--- src/include/cube_consts.svh ---
// ##########################################################################
// Sizing constants for the wireframe cube drawer. Include this header in
// any file that needs coordinate, colour, credit or edge-count widths.
// ##########################################################################

`ifndef CUBE_CONSTS_SVH
`define CUBE_CONSTS_SVH

`define CUBE_CORDW    16    // signed coordinate width

`define CUBE_CIDXW    4     // colour index width

`define CUBE_CREDITS  4     // fb write credits after reset

`define CUBE_EDGES    9     // edges in the cube table

`endif

--- src/design/cube_pkg.sv ---
// ##########################################################################
// Shared types for the cube drawer. Referenced by scoped name only.
// ##########################################################################

`include "cube_consts.svh"

package cube_pkg;

    typedef logic signed [`CUBE_CORDW-1:0] coord_t;   // screen coordinate
    typedef logic [`CUBE_CIDXW-1:0] cidx_t;           // palette index

    // one line command, endpoints inclusive
    typedef struct packed {
        coord_t x0;
        coord_t y0;
        coord_t x1;
        coord_t y1;
        cidx_t  cidx;
    } line_t;

    typedef struct packed {
        coord_t x;
        coord_t y;
        cidx_t  cidx;
    } pixel_t;

endpackage

--- src/design/draw_ifs.sv ---
// ##########################################################################
// Handshake bundles between sequencer, line engines and pixel merger.
// line_cmd_if hands a line to an engine, pix_if streams its pixels out.
// ##########################################################################

`timescale 1ns/1ps

interface line_cmd_if;
    logic            start;   // one-cycle pulse, only while busy low
    cube_pkg::line_t line;
    logic            busy;
    logic            done;    // pulse after last pixel accepted

    modport seq (
        output start,
        output line,
        input  busy,
        input  done
    );

    modport eng (
        input  start,
        input  line,
        output busy,
        output done
    );
endinterface

interface pix_if;
    logic             valid;
    cube_pkg::pixel_t pix;    // held until valid && ready
    logic             ready;

    modport src (output valid, output pix, input ready);
    modport dst (input valid, input pix, output ready);
endinterface

--- src/design/line_sequencer.sv ---
// ##########################################################################
// Holds the nine cube edges and hands them to whichever line engine is
// free. Raises done once every edge has finished and the merger is empty.
// ##########################################################################

`timescale 1ns/1ps
`include "cube_consts.svh"

module line_sequencer (
    input  logic clk_100m,
    input  logic rst,
    input  logic start,
    line_cmd_if.seq eng_a,
    line_cmd_if.seq eng_b,
    input  logic merge_idle,
    output logic done
);
    localparam int CNTW = $clog2(`CUBE_EDGES + 1);

    // x0, y0, x1, y1 per edge, front face first
    localparam int EDGE_TAB [`CUBE_EDGES][4] = '{
        '{260, 120, 460, 120}, '{460, 120, 460, 320}, '{460, 320, 260, 320},
        '{260, 320, 260, 120}, '{260, 320, 180, 240}, '{180, 240, 180,  40},
        '{180,  40, 260, 120}, '{180,  40, 380,  40}, '{380,  40, 460, 120}
    };

    typedef enum logic {IDLE, RUN} state_t;

    state_t          state;
    logic [CNTW-1:0] edge_idx;   // next edge to hand out
    logic [CNTW-1:0] done_cnt;   // edges finished so far
    logic            a_free, b_free;

    function automatic cube_pkg::line_t edge_line(input logic [CNTW-1:0] idx);
        cube_pkg::line_t l;
        l.x0   = cube_pkg::coord_t'(EDGE_TAB[idx][0]);
        l.y0   = cube_pkg::coord_t'(EDGE_TAB[idx][1]);
        l.x1   = cube_pkg::coord_t'(EDGE_TAB[idx][2]);
        l.y1   = cube_pkg::coord_t'(EDGE_TAB[idx][3]);
        l.cidx = (idx < 4) ? cube_pkg::cidx_t'(8) : cube_pkg::cidx_t'(4);  // red front
        return l;
    endfunction

    // busy only rises the cycle after start, so mask the start cycle too
    assign a_free = !eng_a.busy && !eng_a.start;
    assign b_free = !eng_b.busy && !eng_b.start;

    always_ff @(posedge clk_100m) begin
        if (rst) begin
            state       <= IDLE;
            eng_a.start <= 1'b0;
            eng_b.start <= 1'b0;
            done        <= 1'b0;
            edge_idx    <= '0;
            done_cnt    <= '0;
        end else begin
            eng_a.start <= 1'b0;
            eng_b.start <= 1'b0;
            done        <= 1'b0;
            case (state)
                IDLE: if (start) begin
                    eng_a.start <= 1'b1;          // edge 0 always goes to A
                    eng_a.line  <= edge_line('0);
                    edge_idx    <= CNTW'(1);
                    done_cnt    <= '0;
                    state       <= RUN;
                end
                RUN: begin                        // new start pulses ignored here
                    if (edge_idx < `CUBE_EDGES) begin
                        if (a_free) begin
                            eng_a.start <= 1'b1;
                            eng_a.line  <= edge_line(edge_idx);
                            edge_idx    <= edge_idx + 1'b1;
                        end else if (b_free) begin
                            eng_b.start <= 1'b1;
                            eng_b.line  <= edge_line(edge_idx);
                            edge_idx    <= edge_idx + 1'b1;
                        end
                    end
                    done_cnt <= done_cnt + CNTW'(eng_a.done) + CNTW'(eng_b.done);
                    if (done_cnt == `CUBE_EDGES && merge_idle) begin
                        done  <= 1'b1;
                        state <= IDLE;
                    end
                end
                default: state <= IDLE;
            endcase
        end
    end
endmodule

--- src/design/draw_line.sv ---
// ##########################################################################
// Bresenham line engine. Takes one line per start pulse and emits one
// pixel per accepted cycle, both endpoints included.
// ##########################################################################

`timescale 1ns/1ps
`include "cube_consts.svh"

module draw_line (
    input  logic clk_100m,
    input  logic rst,
    line_cmd_if.eng cmd,
    pix_if.src pix_out
);
    localparam int EW = `CUBE_CORDW + 3;   // room for doubled error term

    logic signed [EW-1:0] ddx, ddy, adx, ady;
    logic signed [EW-1:0] dx_r, dy_r, err_r, e2, err_n;
    cube_pkg::coord_t     cur_x, cur_y, end_x, end_y, sx_r, sy_r, nxt_x, nxt_y;
    cube_pkg::cidx_t      cidx_r;
    logic                 step_x, step_y, accept, last;
    logic                 valid_r, busy_r, done_r;

    // setup values straight from the incoming command
    always_comb begin
        ddx = cmd.line.x1 - cmd.line.x0;
        ddy = cmd.line.y1 - cmd.line.y0;
        adx = (ddx < 0) ? -ddx : ddx;
        ady = (ddy < 0) ? -ddy : ddy;
    end

    always_comb begin
        e2     = err_r <<< 1;
        step_x = (e2 >= dy_r);
        step_y = (e2 <= dx_r);
        nxt_x  = step_x ? cur_x + sx_r : cur_x;
        nxt_y  = step_y ? cur_y + sy_r : cur_y;
        err_n  = err_r + (step_x ? dy_r : '0) + (step_y ? dx_r : '0);
    end

    assign accept = pix_out.valid && pix_out.ready;
    assign last   = (cur_x == end_x) && (cur_y == end_y);

    always_ff @(posedge clk_100m) begin
        if (rst) begin
            valid_r <= 1'b0;
            busy_r  <= 1'b0;
            done_r  <= 1'b0;
        end else begin
            done_r <= 1'b0;
            if (cmd.start) begin
                valid_r <= 1'b1;                  // first pixel next cycle
                busy_r  <= 1'b1;
            end else if (accept && last) begin
                valid_r <= 1'b0;
                busy_r  <= 1'b0;
                done_r  <= 1'b1;
            end
        end
    end

    always_ff @(posedge clk_100m) begin
        if (cmd.start) begin
            cur_x  <= cmd.line.x0;
            cur_y  <= cmd.line.y0;
            end_x  <= cmd.line.x1;
            end_y  <= cmd.line.y1;
            cidx_r <= cmd.line.cidx;
            dx_r   <= adx;
            dy_r   <= -ady;                       // dy kept negative
            err_r  <= adx - ady;
            sx_r   <= (ddx < 0) ? cube_pkg::coord_t'(-1) : cube_pkg::coord_t'(1);
            sy_r   <= (ddy < 0) ? cube_pkg::coord_t'(-1) : cube_pkg::coord_t'(1);
        end else if (accept && !last) begin       // stall holds everything
            cur_x <= nxt_x;
            cur_y <= nxt_y;
            err_r <= err_n;
        end
    end

    assign pix_out.valid = valid_r;
    assign pix_out.pix   = '{x: cur_x, y: cur_y, cidx: cidx_r};
    assign cmd.busy      = busy_r;
    assign cmd.done      = done_r;
endmodule

--- src/design/pixel_merger.sv ---
// ##########################################################################
// Round-robin merge of two pixel streams onto the framebuffer write port.
// Writes are paced by credits the framebuffer returns on fb_credit.
// ##########################################################################

`timescale 1ns/1ps
`include "cube_consts.svh"

module pixel_merger (
    input  logic clk_100m,
    input  logic rst,
    pix_if.dst pix_a,
    pix_if.dst pix_b,
    input  logic fb_credit,
    output logic fb_we,
    output cube_pkg::coord_t fb_x,
    output cube_pkg::coord_t fb_y,
    output cube_pkg::cidx_t fb_cidx,
    output logic idle
);
    localparam int CRW = $clog2(`CUBE_CREDITS + 1);

    logic [CRW-1:0]   credits;     // spent on fb_we, refilled by fb_credit
    logic             can_take;
    logic             grant_a, grant_b;
    logic             prefer_b;    // round-robin pointer
    cube_pkg::pixel_t sel_pix;

    // the write in the register still owes a credit
    assign can_take = credits > CRW'(fb_we);

    assign grant_a = can_take && pix_a.valid && (!pix_b.valid || !prefer_b);
    assign grant_b = can_take && pix_b.valid && (!pix_a.valid || prefer_b);
    assign pix_a.ready = grant_a;
    assign pix_b.ready = grant_b;
    assign sel_pix = grant_b ? pix_b.pix : pix_a.pix;

    always_ff @(posedge clk_100m) begin
        if (rst) begin
            credits  <= CRW'(`CUBE_CREDITS);
            fb_we    <= 1'b0;
            prefer_b <= 1'b0;
        end else begin
            credits <= credits - CRW'(fb_we) + CRW'(fb_credit);
            fb_we   <= grant_a || grant_b;
            if (grant_a) prefer_b <= 1'b1;
            else if (grant_b) prefer_b <= 1'b0;
        end
    end

    always_ff @(posedge clk_100m) begin
        if (grant_a || grant_b) begin
            fb_x    <= sel_pix.x;
            fb_y    <= sel_pix.y;
            fb_cidx <= sel_pix.cidx;
        end
    end

    assign idle = !fb_we;
endmodule

--- src/design/cube_drawer.sv ---
// ##########################################################################
// Wireframe cube drawer top level. A start pulse draws the cube once as
// framebuffer writes with credit flow control; done marks the end.
// ##########################################################################

`timescale 1ns/1ps

module cube_drawer (
    input  logic             clk_100m,
    input  logic             rst,
    input  logic             start,
    input  logic             fb_credit,   // one per retired write
    output logic             fb_we,
    output cube_pkg::coord_t fb_x,
    output cube_pkg::coord_t fb_y,
    output cube_pkg::cidx_t  fb_cidx,
    output logic             done
);
    logic merge_idle;

    line_cmd_if cmd_a ();
    line_cmd_if cmd_b ();
    pix_if      pix_a ();
    pix_if      pix_b ();

    line_sequencer i_line_sequencer (
        .clk_100m, .rst, .start,
        .eng_a(cmd_a.seq), .eng_b(cmd_b.seq),
        .merge_idle, .done
    );

    // two identical engines working side by side
    draw_line i_line_a (.clk_100m, .rst, .cmd(cmd_a.eng), .pix_out(pix_a.src));
    draw_line i_line_b (.clk_100m, .rst, .cmd(cmd_b.eng), .pix_out(pix_b.src));

    pixel_merger i_pixel_merger (
        .clk_100m, .rst,
        .pix_a(pix_a.dst), .pix_b(pix_b.dst),
        .fb_credit,
        .fb_we, .fb_x, .fb_y, .fb_cidx,
        .idle(merge_idle)
    );
endmodule

--- config.mk ---
export PLATFORM = sky130hd
export DESIGN_NAME = cube_drawer
export DESIGN_NICKNAME = d
export VERILOG_FILES = /design/src/design/cube_pkg.sv /design/src/design/draw_ifs.sv /design/src/design/line_sequencer.sv /design/src/design/draw_line.sv /design/src/design/pixel_merger.sv /design/src/design/cube_drawer.sv
export VERILOG_INCLUDE_DIRS = /design/src /design/src/include
export SDC_FILE = /design/constraint.sdc
export NUM_CORES = 1
export LEC_CHECK = 0
export ABC_CLOCK_PERIOD_IN_PS = 10800
export BUFFER_PORTS_ARGS = -buffer_cell sky130_fd_sc_hd__clkbuf_2
export CAP_MARGIN = 20
export CORE_ASPECT_RATIO = 0.7
export CORE_UTILIZATION = 64
export CTS_BUF_LIST = sky130_fd_sc_hd__clkbuf_8
export CTS_CLUSTER_SIZE = 12
export DETAILED_ROUTE_END_ITERATION = 6
export HOLD_SLACK_MARGIN = 0.03
export PLACE_DENSITY = 0.81
export SYNTH_ARGS = -nofsm -noshare
export SYNTH_HDL_FRONTEND = slang
export SYNTH_HIERARCHICAL = 1
export SYNTH_SLANG_ARGS = --single-unit
--- constraint.sdc ---
create_clock -name clk_100m -period 10.8 [get_ports clk_100m]
set_clock_uncertainty 0.15 [all_clocks]
set_input_delay 2.16 -clock clk_100m [delete_from_list [all_inputs] [get_ports clk_100m]]
set_output_delay 2.16 -clock clk_100m [all_outputs]
set_load 0.03 [all_outputs]
Word-level counts from Yosys, hierarchy flattened
Memory sizes are Yosys's and may differ from the RTL's.
Cells that the tools add are included.
{ "word_totals": {"ff_bits": 507, "rom_bits": 2048, "output_inout_bits": 38, "wordCells": 203, "n_memories": 1} }
{ "mem_list": {"columns": ["memory", "depth", "word_bits", "rd", "rd_ports_with_merged_regs", "wr", "line_no", "text"], "rows": [
  ["(name not given)", 16, 128, 1, 0, 0, "line_sequencer.sv:36", "l.x0 = cube_pkg::coord_t'(EDGE_TAB[idx][0]);"]
]} }
{ "op_classes": {"add_sub_neg": 25, "magnitude_cmp": 12, "n_eq_ne": 9, "muxes": 59, "bitwise": 5, "n_reduce_logical": 46} }
{ "ops": {"columns": ["op", "count"], "rows": [
  ["$mux 16", 16],
  ["$mux 19", 12],
  ["$mux 112", 2],
  ["$mux 68", 3],
  ["$pmux 68 s2", 1],
  ["$add 19x19->19", 4],
  ["$neg 17->19", 4],
  ["$lt 17x1->1 const B", 4],
  ["$sub 16x16->17", 4],
  ["$add 16x16->16", 4],
  ["$eq 16x16->1", 4],
  ["$ge 19x19->1", 2],
  ["$le 19x19->1", 2],
  ["$neg 19->19", 2],
  ["$sub 19x19->19", 2],
  ["$mux 36", 1],
  ["$mux 4", 6],
  ["$reduce_bool 2->1", 9],
  ["$pmux 4 s2", 2],
  ["$logic_and 1x1->1", 15],
  ["$mux 1", 14],
  ["$add 4x1->4", 2],
  ["$logic_not 1->1", 8],
  ["$reduce_and 2->1", 4],
  ["other kinds (19)", 29]
]} }

Longest topological paths before layout
{ "logic_depth": {"word_depth": 7, "ltp_mapped": 26, "depth_no_buf": 25} }

Modules after synthesis
Netlist, hierarchy kept.
{ "by_module_without_submodules": {"columns": ["mod", "instances", "cells_each", "area_per_inst_um2", "seq_area_each_um2"], "rows": [
  ["draw_line at i_line_b", 1, 1328, 12090.3, 3823.7],
  ["draw_line at i_line_a", 1, 1294, 12022.8, 3823.7],
  ["line_sequencer", 1, 280, 3101.7, 1561.5],
  ["pixel_merger", 1, 107, 1831.8, 1181.1]
]} }

Least setup slack after synthesis
OpenSTA, ideal clock, no wires.
{ "synth_path": {"path_type": "register to register", "start": "register i_line_b.err_r[3]", "end": "register i_line_b.err_r[17], data pin", "setup_ns": 0.270, "arrival_ns": 5.059, "required_ns": 10.380, "path_slack_ns": 5.321, "path_stages_with_launch": 24, "period_less_slack_ns": 5.479, "path_cell_list": "edfxtp_1 -> ha_1 -> a21o_1 -> a21o_1 -> a21oi_1 -> o2111ai_1 -> a221o_1 -> o21ai_1 -> clkbuf_1 -> nand2_1 -> fa_1 -> inv_1 -> ha_1 -> fa_1 -> a21oi_1 -> o21ai_0 -> o221ai_1 -> nor2_1 -> o21a_1 -> o21ai_0 -> a21boi_0 -> a211oi_1 -> xnor2_1 -> mux2i_1"} }
{ "synth_via": {"elab_chain_len": 6, "word_cells_on_any_way": 8, "cone_classes": "add/sub (2); order compare (2); mux (4)"} }
{ "synth_lines": {"columns": ["item", "line_no", "text"], "rows": [
  ["start, declared", "draw_line.sv:18", "logic signed [EW-1:0] dx_r, dy_r, err_r, e2, err_n;"],
  ["start signal, assigned", "draw_line.sv:71", "err_r <= adx - ady;"],
  ["start signal, assigned", "draw_line.sv:77", "err_r <= err_n;"],
  ["$ge 19x19->1", "draw_line.sv:34", "step_x = (e2 >= dy_r);"],
  ["$mux 19", "draw_line.sv:38", "err_n = err_r + (step_x ? dy_r : '0) + (step_y ? dx_r : '0);"],
  ["$add 19x19->19", "draw_line.sv:38", null],
  ["$add 19x19->19 (*)", "draw_line.sv:38", null],
  ["$mux 19 (*)", "draw_line.sv:74", "end else if (accept && !last) begin"],
  ["$mux 19 (*)", "draw_line.sv:63", "if (cmd.start) begin"]
]} }
Mark *: on every way between the ends. The rest lies on a longest branch, timed or not. The select of a mux whose other input is x is not followed.
A chain may end at the register's enable or synchronous reset.

Worst setup path in the final report
{ "layout_path": {"start": "register i_line_b.err_r[7]", "end": "register i_line_b.err_r[15], data pin"} }
The elaborated chain is that of the path after synthesis.

==> results.sh <==
export IMPL_status="finished clean"
export IMPL_grt_pass1_vias=21448
export IMPL_critical_path_max_fanout=5
export IMPL_place_area_mm2=0.02943
export IMPL_cts_resized=0
export IMPL_synth_seq_cells=353
export IMPL_die_x_um=256.6
export IMPL_cts_root_buffer="clkbuf_8"
export IMPL_utilization_pct=69.20
export IMPL_drt_initial_drc_count=3002
export IMPL_synth_edff_count=332
export IMPL_slew_headroom_pct=25.01
export IMPL_clock_sink_count=353
export IMPL_num_io_pins=42
export IMPL_fin_nets=3383
export IMPL_overflow=0
export IMPL_hold_ws_ps=271.5
export IMPL_htreeDepth=2
export IMPL_die_h_um=180.2
export IMPL_final_setup_tns_ps=0
export IMPL_drv_cap=0
export IMPL_dieArea_mm2=0.04626
export IMPL_ctsHoldBuffers=0
export IMPL_cts_made_buffers=56
export IMPL_reg2reg_depth=22
export IMPL_hp_class="reg2reg"
export IMPL_slew_viol_final=0
export IMPL_syn_area_mm2=0.02905
export IMPL_path_clk_slew_ps=70
export IMPL_grt_first_pass_wirelength_um=118100
export IMPL_clkLatencyLatePin_ps=640
export IMPL_critical_path_class="reg2reg"
export IMPL_yosys_warnings=6
export IMPL_finalHoldViolations=0
export IMPL_diodes=0
export IMPL_crit_path_start_kind="register"
export IMPL_finalSetupViolCount=0
export IMPL_first_pass_iters=7
export IMPL_cp_end_kind="register"
export IMPL_ys_seq_area_share_pct=35.77
export IMPL_final_layout_size_suffix_gt1_share_pct=8.428
export IMPL_ir_drop_v=0.0001605
export IMPL_postCtsSetupRepairBufs=0
export IMPL_synth_flop_cell="edfxtp_1"
export IMPL_ant_nets=0
export IMPL_final_area_mm2=0.03059
export IMPL_wirelength_um=75350
export IMPL_grt_max_degree=82
export IMPL_clockBufferDepth=3
export IMPL_hold_depth=0
export IMPL_max_freq_ghz=0.1578
export IMPL_synth_distinct_cells=120
export IMPL_drc_errors=0
export IMPL_portBuffers=41
export IMPL_core_mm2=0.04420
export IMPL_antenna_found_initial=0
export IMPL_start_util_pct=65.71
export IMPL_vias=22864
export IMPL_dpl_hpwl_um=58400
export IMPL_gp_congestion=0.9875
export IMPL_critPathArrivalTime_ps=6530
export IMPL_async_flop_share_pct=0
export IMPL_avgSynthCellArea_um2=9.653
export IMPL_layout_min_cycle_time_ps=6336
export IMPL_power_total_w=0.006300
export IMPL_synthToLayoutAreaGrowth_pct=5.307
export IMPL_final_common_cell="inv_1"
export IMPL_cts_tree="built"
export IMPL_tightest_slew_ps=1120
export IMPL_rsz0062_at_grt="no"
export IMPL_cp_required_ps=10990
export IMPL_wl_per_cell_um=20.41
export IMPL_power_density_mw_per_mm2=206.0
export IMPL_grt_usage_pct=32.14
export IMPL_syn_inst=3009
export IMPL_p_leak_nw=12.73
export IMPL_final_cell_mix="inv_1, edfxtp_1, ha_1"
export IMPL_routed_via_density=6.195
export IMPL_fp_row_count=64
export IMPL_fin_crit_sh_pct=58.67
power by group:
group          internal [W]  switching [W]  leakage, nW  total (W)
combinational       0.00126        0.00193         8.92    0.00319
clock              0.000632       0.000570        0.621    0.00120
sequential          0.00176       0.000146         3.18    0.00191
cell type report:
class,count,area (µm²)
multi-input cells,2243,16680
fillers,3315,13610
flip-flops and latches,353,10400
inverters,344,1291
clock buffers,63,867.1
well taps,594,743.2
repair buffers,55,322.8
clock inverters,39,286.5
path summary, 6_finish.rpt:
kind | from | end | slack [ps]
setup / recovery | i_line_b/err_r[7]$_DFFE_PP_ | i_line_b/err_r[15]$_DFFE_PP_ | 4460
hold / removal | i_line_sequencer/eng_b.line[3]$_DFFE_PP_ | i_line_b/cidx_r[3]$_DFFE_PP_ | 270
setup reg to reg | i_line_b/err_r[7]$_DFFE_PP_ | i_line_b/err_r[15]$_DFFE_PP_ | 4460
hold reg to reg | i_line_sequencer/eng_b.line[3]$_DFFE_PP_ | i_line_b/cidx_r[3]$_DFFE_PP_ | 270
per-stage QoR:
| stage | std cells | worst slack (ps) |
|---|---|---|
| after floorplan | 3093 | 5321 |
| after global placement | 3588 | 4855 |
| after detailed placement | 3589 | 4651 |
| after CTS | 3691 | 4606 |
| after global routing | 3691 | 4083 |
| final | 3691 | 4464 |
layer usage:
layer	vias up	global-route usage, %	part of all wire, %
li1	10679	-	-
met1	10931	49.60	46
met2	1140	44.94	40
met3	114	7.764	12
met4	0	7.500	2.2
met5	-	0	0
state kept, by name, summed over array words and instances (netlist names), 18 cells and up:
| register | flops |
|---|---|
| i_line_a/dy_r | 19 |
| i_line_b/err_r | 18 |
| i_line_sequencer/eng_b.line | 22 |
| i_line_b/dx_r | 19 |
| i_line_a/err_r | 18 |
| i_line_b/dy_r | 19 |
| i_line_a/dx_r | 19 |
| i_line_sequencer/eng_a.line | 22 |
cells in the mapped netlist (all sizes together) (7+ instances only):
cell type / n / share of area, %
o2111ai: 11 / 0.39
o31ai: 30 / 0.92
nand4: 43 / 0.95
a31oi: 20 / 0.43
ha: 278 / 12
nand2b: 28 / 0.60
xnor2: 182 / 5.6
or3: 28 / 0.62
a211oi: 29 / 0.78
o21bai: 10 / 0.26
and2: 31 / 0.67
o221ai: 7 / 0.25
a21boi: 18 / 0.50
xor2: 95 / 3.0
and3: 35 / 0.77
o21a: 41 / 1.1
nand2: 261 / 3.4
inv: 343 / 4.4
a211o: 8 / 0.24
o311ai: 10 / 0.33
mux2i: 14 / 0.48
mux2: 41 / 1.6
a31o: 9 / 0.27
o31a: 9 / 0.27
nor2b: 35 / 0.75
dfxtp: 21 / 1.4
nand3: 53 / 0.93
nor4: 19 / 0.45
or2: 20 / 0.43
buf: 120 / 3.1
a21oi: 156 / 2.8
a41oi: 10 / 0.30
nor2: 177 / 2.3
o21ai: 151 / 2.6
fa: 48 / 3.3
o211ai: 24 / 0.67
edfxtp: 332 / 34
nor3: 64 / 1.2
clkbuf: 33 / 0.43
a21o: 44 / 1.1
nor3b: 13 / 0.34
critical path, stage by stage, from the launching register on:
cell and delay [ps]:
edfxtp_1 460, ha_1 330, a21oi_1 140, nor2b_1 60, o21ai_0 440, o2111ai_1 200
a221o_1 390, o21ai_1 430, nand2_1 140, fa_1 490, inv_1 40, ha_1 220
fa_1 410, a21oi_1 210, o21ai_0 260, o221ai_1 340, nor2_1 70, o21a_1 190
o21ai_0 340, a21boi_0 200, a21oi_1 230, xor2_1 220, a21oi_1 90
cell families after synthesis:
logic type / after synthesis / share of synthesized area [%]
flops: 353 / 35.77
simple gates: 845 / 14.60
fa+ha+maj: 326 / 15.28
other cells: 4 / 0.05168
buf+inv: 497 / 7.960
xor+xnor: 278 / 8.675
mux: 55 / 2.072
compound gates: 651 / 15.58
(Power assumes the default switching activity.)
